**src/hw/div_pkg.sv**
```systemverilog
// Divider shared definitions

package div_pkg;

    // ----------------------------------------
    // Widths
    // ----------------------------------------

    // Operand and result width
    parameter int unsigned XLEN = 64;

    // Two quotient bits are resolved per stage
    parameter int unsigned NUM_STAGES = XLEN / 2;

    // Operation tag carried next to the data
    parameter int unsigned TAG_W = 5;

    // Enough bits to count the stages
    parameter int unsigned STAGE_W = $clog2(NUM_STAGES);

    // ----------------------------------------
    // Vector types
    // ----------------------------------------

    // Operands, remainders and results
    typedef logic [XLEN-1:0] xlen_t;

    // Identifies one operation in flight
    typedef logic [TAG_W-1:0] tag_t;

    // Index of a pipeline stage
    typedef logic [STAGE_W-1:0] stage_cnt_t;

endpackage

```
**src/hw/div_result_fmt.sv**
```systemverilog
// Divider result formatting

`timescale 1ns/1ps

module div_result_fmt #(
    parameter int unsigned DATA_W   = div_pkg::XLEN,
    parameter int unsigned TAG_BITS = div_pkg::TAG_W
) (
    input  logic                valid_i,
    input  logic                signed_i,
    input  logic                rem_i,
    input  logic                word_i,
    input  logic                div_zero_i,
    input  logic                quo_neg_i,
    input  logic                rem_neg_i,
    input  logic [TAG_BITS-1:0] tag_i,
    input  logic [DATA_W-1:0]   dividend_i,
    input  logic [DATA_W-1:0]   rem_acc_i,
    input  logic [DATA_W-1:0]   dq_i,
    output logic                valid_o,
    output logic [TAG_BITS-1:0] tag_o,
    output logic [DATA_W-1:0]   result_o
);

    localparam int unsigned HALF_W = DATA_W / 2;

    logic              negate_quo;
    logic              negate_rem;
    logic [DATA_W-1:0] quo_signed;
    logic [DATA_W-1:0] rem_signed;
    logic [DATA_W-1:0] quo_final;
    logic [DATA_W-1:0] rem_final;
    logic [DATA_W-1:0] selected;
    logic [DATA_W-1:0] extended;

    // ----------------------------------------
    // Sign restore
    // ----------------------------------------

    assign negate_quo = signed_i & quo_neg_i;
    assign negate_rem = signed_i & rem_neg_i;

    assign quo_signed = negate_quo ? (~dq_i + 1'b1) : dq_i;
    assign rem_signed = negate_rem ? (~rem_acc_i + 1'b1) : rem_acc_i;

    // MIN / -1 needs no special path, the negated magnitude wraps to MIN

    // ----------------------------------------
    // Special cases and selection
    // ----------------------------------------

    // Division by zero: all ones and the dividend
    assign quo_final = div_zero_i ? '1 : quo_signed;
    assign rem_final = div_zero_i ? dividend_i : rem_signed;

    assign selected = rem_i ? rem_final : quo_final;

    // Word results come from the low half, sign-extended
    assign extended = word_i ? {{HALF_W{selected[HALF_W-1]}}, selected[HALF_W-1:0]}
                             : selected;

    // Idle output stays at zero
    assign valid_o  = valid_i;
    assign tag_o    = valid_i ? tag_i : '0;
    assign result_o = valid_i ? extended : '0;

endmodule

```
**config.mk**
```make
export PLATFORM = sky130hd
export DESIGN_NAME = div_result_fmt
export DESIGN_NICKNAME = d
export VERILOG_FILES = /design/src/hw/div_pkg.sv /design/src/hw/div_result_fmt.sv
export SDC_FILE = /design/constraint.sdc
export NUM_CORES = 1
export LEC_CHECK = 0
export BUFFER_PORTS_ARGS = -buffer_cell sky130_fd_sc_hd__buf_2
export CAP_MARGIN = 20
export CORE_UTILIZATION = 40
export DETAILED_ROUTE_END_ITERATION = 10
export PLACE_DENSITY = 0.73
export SLEW_MARGIN = 20
export SYNTH_ARGS = -nofsm -noshare
export SYNTH_HDL_FRONTEND = slang
export SYNTH_SLANG_ARGS = --single-unit
export TNS_END_PERCENT = 5
```
**constraint.sdc**
```tcl
create_clock -name vclk -period 8.55
set_clock_uncertainty 0.05 [all_clocks]
set_input_delay 1.2825 -clock vclk [all_inputs]
set_output_delay 1.2825 -clock vclk [all_outputs]
set_load 0.01 [all_outputs]
```
==> impl_metrics.ini <==
[grt]
antenna_found_initial = 1
grt-ovfl-total = 0
grt_pass1_wl_um = 35200
grt_pass1_vias = 6438
grt_max_degree = 46
grt_use_total = 0.383

[synthesis]
yosysWarnings = 0
seq_area_frac_synth = 0
postSynthNetCount = 959
syn_avg_cell_area_um2 = 6.24
syn-cell-area_um2 = 4700
synth_cells = 753
synth.distinct_cells = 72

[sta]
hold_violations = 0
tightest_slew_ns = 0.900
finalHoldWorstSlack_ns = 2.80
min_period_ns = 5.89
slew_violations = 0
tns_ns = 0
rsz0062_at_grt = false
fin_crit_sh = 0.688
final-setup-viol-count = 0
slew_headroom = 0.394
clock.fmax_ghz = 0.170

[cells_and_area]
seq_cells = 0
clkbuf_count = 0
finalNetCount = 1195
syn2layout_area_growth_pct = 30.3
fin_util = 0.536
drive_gt1_frac = 0.311
final_common_cell = buf_2
final-seq-area_um2 = 0
mostFrequentLayoutCells = buf_2, nor2_1, xnor2_1

[routing]
wl_per_cell_um = 21.7
ant_nets = 0
dr_total_vias = 7341
drt-pass1-iter-count = 5
drtIter0Drc = 710
avgViaCountPerCell = 6.49
drt_wl_total_um = 24500
remaining_drc_errors = 0

[die]
io_pins = 274
core.rowCount = 39
floorplan.initialDensity = 0.411
core_area_um2 = 11400
dieArea_um2 = 12200
fp.dieW_um = 110
die_h_um = 110

[min_path]
hold_path_class = in -> out

[cts]
postCtsResizedCells = 0
cts_hold_buf = 0
postCtsSetupRepairBufs = 0

[run]
maxCapViolCount = 0

[power_and_ir_drop]
ir_drop_mv = 0.0276
pwr_density_cell_nw_per_um2 = 55.9
total_power_uw = 342
p_leak_uw = 0.00255

[critical_path]
end_kind = output port
cp.required_ns = 7.22
worstSetupPathType = in -> out
worst_setup_path_start_kind = primary input
cp_slowest_cell = nor4_1
cp_slowest_stage_delay_ns = 0.72
cp_common_cell = buf_2
crit_path_max_fanout = 9
arrival_ns = 4.55
path_cells = buf_2, nor4_1, nand4_1, nor4_4, a31oi_1, xor2_1, o22ai_1, a211oi_1, buf_2

[place]
place_hpwl_um = 19400
numPortBuffers = 274
gp_congestion = 1.02

[status]
status = finished, final reports clean
-- metal layers --
metal  track usage  up-vias  share of wire
li1              -     3364              -
met1         0.446     3365           0.36
met2         0.665      512           0.47
met3        0.0606      100           0.11
met4         0.218        0          0.068
met5             0        -              0
-- cells in the mapped netlist, drive strengths merged (11+ instances only) --
cell type / n / area share
clkbuf: 40 / 0.032
nor3: 40 / 0.047
a31oi: 27 / 0.036
nor4: 34 / 0.059
nand2b: 11 / 0.015
o21ai: 47 / 0.050
mux2i: 11 / 0.023
xor2: 41 / 0.076
o22ai: 30 / 0.040
nand3: 22 / 0.026
inv: 16 / 0.013
nand4: 14 / 0.020
and2: 13 / 0.017
nor2: 96 / 0.077
xnor2: 60 / 0.11
nand2: 41 / 0.033
o31ai: 14 / 0.022
a211oi: 24 / 0.038
a21oi: 53 / 0.057
or3: 12 / 0.016
-- worst paths after layout --
kind / from / endpoint / slack [ns] / cells after the start
max: rem_acc_i[26] / result_o[58] / 2.66 / 9
min: tag_i[1] / tag_o[1] / 2.80 / 3
-- per-stage QoR --
step	cells	setup WS (ns)	instance area [µm²]
detailed placement	1130	2.82	6110
finish	1131	2.66	6120
global placement	1130	2.89	6110
CTS	1130	2.80	6110
global route	1131	2.50	6120
floorplan	753	3.69	4700
-- worst max-delay path: cells and delay by family --
family                 cells  cell delay (ns)
AND/OR/NAND/NOR            3             1.72
buffers and inverters      2             0.29
XOR/XNOR                   1             0.62
AO/OA/AOI/OAI              3             0.63
-- cell type report --
type | count | area (µm²)
repair buffers | 283 | 1440
multi-input cells | 686 | 4430
fillers | 1251 | 5300
inverters | 18 | 67.6
diodes | 1 | 2.50
well taps | 143 | 179
-- report_power, final --
part,total (µW),switching (µW),internal (µW)
sequential,0,0,0
combinational,342,209,133
clock,0.0000156,0,0.0000156
-- logic make-up after synthesis --
logic type / after synthesis / synth area share
xor+xnor: 101 / 0.188
compound gates: 251 / 0.354
fa+ha+maj: 2 / 0.00533
mux: 12 / 0.0258
buf+inv: 67 / 0.0573
simple gates: 320 / 0.369
Power figures use the tool's default switching activity.
