File: src/hw/div_pkg.sv
// Divider shared definitions

package div_pkg;

    // ----------------------------------------
    // Widths
    // ----------------------------------------

    // Operand and result width
    parameter int unsigned XLEN = 64;

    // Two quotient bits are resolved per stage
    parameter int unsigned NUM_STAGES = XLEN / 2;

    // Operation tag carried next to the data
    parameter int unsigned TAG_W = 5;

    // Enough bits to count the stages
    parameter int unsigned STAGE_W = $clog2(NUM_STAGES);

    // ----------------------------------------
    // Vector types
    // ----------------------------------------

    // Operands, remainders and results
    typedef logic [XLEN-1:0] xlen_t;

    // Identifies one operation in flight
    typedef logic [TAG_W-1:0] tag_t;

    // Index of a pipeline stage
    typedef logic [STAGE_W-1:0] stage_cnt_t;

endpackage

File: src/hw/div_operand_prep.sv
// Divider operand preparation

`timescale 1ns/1ps

module div_operand_prep #(
    parameter int unsigned DATA_W   = div_pkg::XLEN,
    parameter int unsigned TAG_BITS = div_pkg::TAG_W
) (
    input  logic                clk_i,
    input  logic                rstn_i,
    input  logic                kill_i,
    input  logic                valid_i,
    input  logic                signed_i,
    input  logic                rem_i,
    input  logic                word_i,
    input  logic [TAG_BITS-1:0] tag_i,
    input  logic [DATA_W-1:0]   src1_i,    // Dividend
    input  logic [DATA_W-1:0]   src2_i,    // Divisor
    output logic                valid_o,
    output logic                signed_o,
    output logic                rem_o,
    output logic                word_o,
    output logic                div_zero_o,
    output logic                quo_neg_o,
    output logic                rem_neg_o,
    output logic [TAG_BITS-1:0] tag_o,
    output logic [DATA_W-1:0]   dividend_o,
    output logic [DATA_W-1:0]   rem_acc_o,
    output logic [DATA_W-1:0]   dq_o,
    output logic [DATA_W-1:0]   divisor_o
);

    localparam int unsigned HALF_W = DATA_W / 2;

    logic              src1_sign;
    logic              src2_sign;
    logic              src1_neg;
    logic              src2_neg;
    logic              src2_zero;
    logic [DATA_W-1:0] src1_abs;
    logic [DATA_W-1:0] src2_abs;
    logic [DATA_W-1:0] dq_init;
    logic [DATA_W-1:0] divisor_init;

    // ----------------------------------------
    // Signs and magnitudes
    // ----------------------------------------

    // Word operations look at bit 31 only
    assign src1_sign = word_i ? src1_i[HALF_W-1] : src1_i[DATA_W-1];
    assign src2_sign = word_i ? src2_i[HALF_W-1] : src2_i[DATA_W-1];

    assign src1_neg = signed_i & src1_sign;
    assign src2_neg = signed_i & src2_sign;

    // Low half of the negation is also the word negation
    assign src1_abs = src1_neg ? (~src1_i + 1'b1) : src1_i;
    assign src2_abs = src2_neg ? (~src2_i + 1'b1) : src2_i;

    assign src2_zero = word_i ? ~(|src2_i[HALF_W-1:0]) : ~(|src2_i);

    // A word dividend sits in the upper half so that half the steps finish it
    assign dq_init = word_i ? {src1_abs[HALF_W-1:0], {HALF_W{1'b0}}} : src1_abs;

    assign divisor_init = word_i ? {{HALF_W{1'b0}}, src2_abs[HALF_W-1:0]} : src2_abs;

    // ----------------------------------------
    // Pipeline entry
    // ----------------------------------------

    always_ff @(posedge clk_i or negedge rstn_i) begin
        if (!rstn_i) begin
            valid_o <= 1'b0;
        end else begin
            valid_o <= valid_i & ~kill_i;  // Killed issue is dropped
        end
    end

    always_ff @(posedge clk_i) begin
        if (valid_i) begin
            signed_o   <= signed_i;
            rem_o      <= rem_i;
            word_o     <= word_i;
            tag_o      <= tag_i;
            div_zero_o <= src2_zero;
            // Sign of the quotient is moot when dividing by zero
            quo_neg_o  <= (src1_neg ^ src2_neg) & ~src2_zero;
            rem_neg_o  <= src1_neg;           // Remainder follows the dividend
            dividend_o <= src1_i;
            rem_acc_o  <= '0;
            dq_o       <= dq_init;
            divisor_o  <= divisor_init;
        end
    end

endmodule

File: config.mk
export PLATFORM = sky130hd
export DESIGN_NAME = div_operand_prep
export DESIGN_NICKNAME = d
export VERILOG_FILES = /design/src/hw/div_pkg.sv /design/src/hw/div_operand_prep.sv
export SDC_FILE = /design/constraint.sdc
export NUM_CORES = 1
export LEC_CHECK = 0
export BUFFER_PORTS_ARGS = -buffer_cell sky130_fd_sc_hd__buf_2
export CAP_MARGIN = 20
export CORE_AREA = 5 5 166 168
export CTS_CLUSTER_DIAMETER = 200
export CTS_CLUSTER_SIZE = 25
export DETAILED_ROUTE_END_ITERATION = 10
export DIE_AREA = 0 0 171 173
export PLACE_DENSITY = 0.68
export SLEW_MARGIN = 20
export SYNTH_ARGS = -nofsm -noshare
export SYNTH_HDL_FRONTEND = slang
export SYNTH_SLANG_ARGS = --single-unit
File: constraint.sdc
create_clock -name clk_i -period 0.8 [get_ports clk_i]
set_input_delay 0.08 -clock clk_i [delete_from_list [all_inputs] [get_ports clk_i]]
set_output_delay 0.08 -clock clk_i [all_outputs]
set_load 0.005 [all_outputs]
==> run_results.csv <==
group,metric,value,unit
placed_design,dp_hpwl,28000,um
detailed_routing,drt_first_pass_iters,5,
power,p_switching,7.06,mW
global_routing,overflow,0,
logic_synthesis,syn_avg_cell_area,11.7,um^2
detailed_routing,drc,0,
run_status,status,"finished, violations left",
floorplanning,initial_utilization,40.3,%
worst_setup_path,end_kind,"register",
floorplanning,die_area,0.0296,mm^2
detailed_routing,vias,10100,
power,max-vdd-ir-drop,1200,uV
sta,tightest_slew,0.570,ns
detailed_routing,ant_nets,0,
finish,fin_util,70.8,%
placed_design,dp_slack,-2.01,ns
placed_design,io_buffers,343,
clocking,clk_pin_slew,0.11,ns
clocking,cts_sinks,204,
power,internal_power,19.3,mW
sta,period_minus_slack,2.23,ns
logic_synthesis,synth_seq_area_share,59.0,%
power,pwr-share-clk,25.3,%
run_status,violations,"setup timing",
worst_setup_path,critical_path_required,1.04,ns
worst_setup_path,critPathLaunchType,"input pin",
worst_setup_path,worstSetupPathType,"input pin to register",
floorplanning,row_count,59,
floorplanning,core,0.0258,mm^2
clocking,htree_levels,1,
sta,rsz0062_at_grt,"yes",
power,power_frac_comb,24.2,%
sta,finalSetupTns,-169.55,ns
logic_synthesis,ys_ff_latch,204,
finish,layout.nets,1785,
sta,final_hold_viol_count,0,
detailed_routing,avgViaCountPerCell,5.09,
logic_synthesis,async_flop_share,0.490,%
logic_synthesis,synth_edf_count,203,
worst_setup_path,arrival,2.46,ns
global_routing,grt_max_degree,46,
logic_synthesis,netlist.area_leader.share,58.7,%
sta,slew_viol_final,0,
logic_synthesis,synth_flop_cell,"edfxtp_1",
logic_synthesis,yosys.area.top_type,"edfxtp_1",
finish,final_common_cell,"buf_2",
global_routing,grt_pass1_wl,58300,um
finish,mostFrequentLayoutCells,"323 x buf_2, 283 x buf_4, 203 x edfxtp_1",
worst_setup_path,crit_fanout,4,
finish,syn_to_final_growth,75.6,%
sta,whs,0.0141,ns
logic_synthesis,ys_types,50,
floorplanning,ios,408,
placed_design,finalWeightedCongestion,0.907,
detailed_routing,drt_iter0_drc,852,
clocking,clockBufferDepth,3,
floorplanning,die_h,173,um
logic_synthesis,synthesis.area,0.0104,mm^2
min_path,min_path_type,"input pin to register",
detailed_routing,totalWireLength,39700,um
job,maxCapViolations,0,
global_routing,grt_use_total,24.9,%
finish,nFillCells,1731,
clocking,cts_root_buf,"clkbuf_16",
detailed_routing,wl_per_cell,20.0,um
sta,max-slew-margin-rel,62.0,%
clocking,cts_tree,"done",
power,seq_power_share,50.5,%
sta,setup_viol,327,
global_routing,grt_pass1_vias,10700,
logic_synthesis,ys_warn_count,0,
sta,max_freq,449,MHz
sta,finalCritPeriodShare,278,%
logic_synthesis,syn-instance-count,884,
power,p_leak,7.71,nW
power,sw_frac_of_total,26.8,%
logic_synthesis,yosys-top-cells-area,"edfxtp_1 59%, xnor2_1 6.5%, buf_4 4.6%, nor2_1 3.8%, xor2_1 2.9%",
clocking,numCtsBuffers,12,
sta,setup_slack,-1.43,ns
global_routing,antenna_found_initial,2,
floorplanning,die_x,171,um
finish,drive_gt1_share,55.3,%
power,cellPowerDensity,1440,mW/mm^2
[cell families (layout without fill, tap and decap cells)]
logic type / after synthesis / count (layout) / share of synthesized area, %
and+or+nand+nor: 303 / 303 / 15.2
DFF: 204 / 204 / 59.0
AOI/OAI and AO/OA: 134 / 134 / 8.15
buffers and inverters: 112 / 811 / 6.37
xor gates and xnor gates: 111 / 111 / 9.36
muxes: 17 / 17 / 1.68
adders and majority gates: 2 / 2 / 0.241
other: 1 / 65 / 0.0361
[power by group through the flow]
stage               clock [mW]  combinational (mW)  sequential (mW)
floorplan                    0                1.94             13.6
global placement             0                5.04             13.5
detailed placement           0                5.12             13.5
CTS                       6.74                5.99             13.3
global route              7.19                6.84             13.4
finish                    6.65                6.38             13.3
[per-stage QoR]
step	power (mW)	instance area, um^2	std cells
global placement	18.5	15100	1824
floorplan	15.5	11300	947
CTS	26.0	17600	1971
detailed placement	18.6	15100	1824
global route	27.4	18200	1981
finish	26.3	18200	1982
[critical path, stage by stage]
cell	delay [ns]
buf_6	0.10
or4_4	0.57
or4_4	0.55
or4_4	0.48
o31ai_4	0.24
xnor2_2	0.10
a221o_1	0.34
[area by class of cell]
| cell class | count | area [um^2] | area share, % |
|---|---|---|---|
| clock buffer | 16 | 337 | 1.85 |
| sequential | 204 | 6120 | 33.6 |
| antenna | 1 | 2.50 | 0.0137 |
| timing repair buffer | 780 | 5820 | 31.9 |
| clock inverter | 1 | 30.0 | 0.165 |
| multi-input combinational | 631 | 5410 | 29.7 |
| inverter | 14 | 87.6 | 0.480 |
| tap | 335 | 419 | 2.30 |
[routing by layer]
layer | global-route usage (%) | vias to the layer above | share of wire, %
met5 | 0 | - | 0.053
li1 | - | 4658 | -
met4 | 7.43 | 4 | 3.1
met2 | 45.7 | 497 | 52
met3 | 5.98 | 93 | 9.4
met1 | 28.5 | 4845 | 36
[cell usage after synthesis (3+ instances only)]
cell and number:
xor2_1 34, buf_4 64, nand4_1 7, a21oi_1 37
nor2b_1 20, or2_2 7, nor2_1 106, o41ai_1 8
edfxtp_1 203, and2_1 4, or4_4 3, inv_1 13
and4b_1 3, nand2b_1 4, nor4_1 25, and3_1 5
o31ai_1 13, nor3_1 33, o21ai_0 29, or4_1 8
a41oi_1 4, nor3b_1 4, xnor2_1 77, or3_1 11
nand2_1 37, nand3_1 12, mux2i_1 14, nor4b_1 3
clkbuf_1 32, mux2_2 3, a221o_1 3, a31oi_1 29
nand4b_1 6
[flip-flops by register name, indices dropped and copies added (netlist names)]
| register | count |
|---|---|
| dividend_o | 64 |
| divisor_o | 64 |
| dq_o | 64 |
| tag_o | 5 |
| div_zero_o | 1 |
| quo_neg_o | 1 |
| rem_neg_o | 1 |
| rem_o | 1 |
| signed_o | 1 |
| valid_o | 1 |
| word_o | 1 |
[what timing repair did]
| action | 4_1_cts | 5_1_grt |
|---|---|---|
| endpoints found under the setup margin | 333 | 332 |
| gates cloned | 2 | 1 |
| endpoints found under the hold margin | 85 | 0 |
| pin swaps | 94 | 75 |
| buffers inserted | 44 | 17 |
| resized for setup | 194 | 96 |
| hold buffers | 86 | 0 |
[final timing paths]
| path | from | slack [ns] | to | cells after the start |
|---|---|---|---|---|
| max | src1_i[9] | -1.43 | dq_o[62] | 7 |
| min | src2_i[27] | 0.01 | divisor_o[27] | 3 |
| max in group asynchronous | rstn_i | 0.25 | valid_o | 3 |
| min in group asynchronous | rstn_i | 0.44 | valid_o | 3 |
Note: power is estimated with default switching activity, not from simulation.
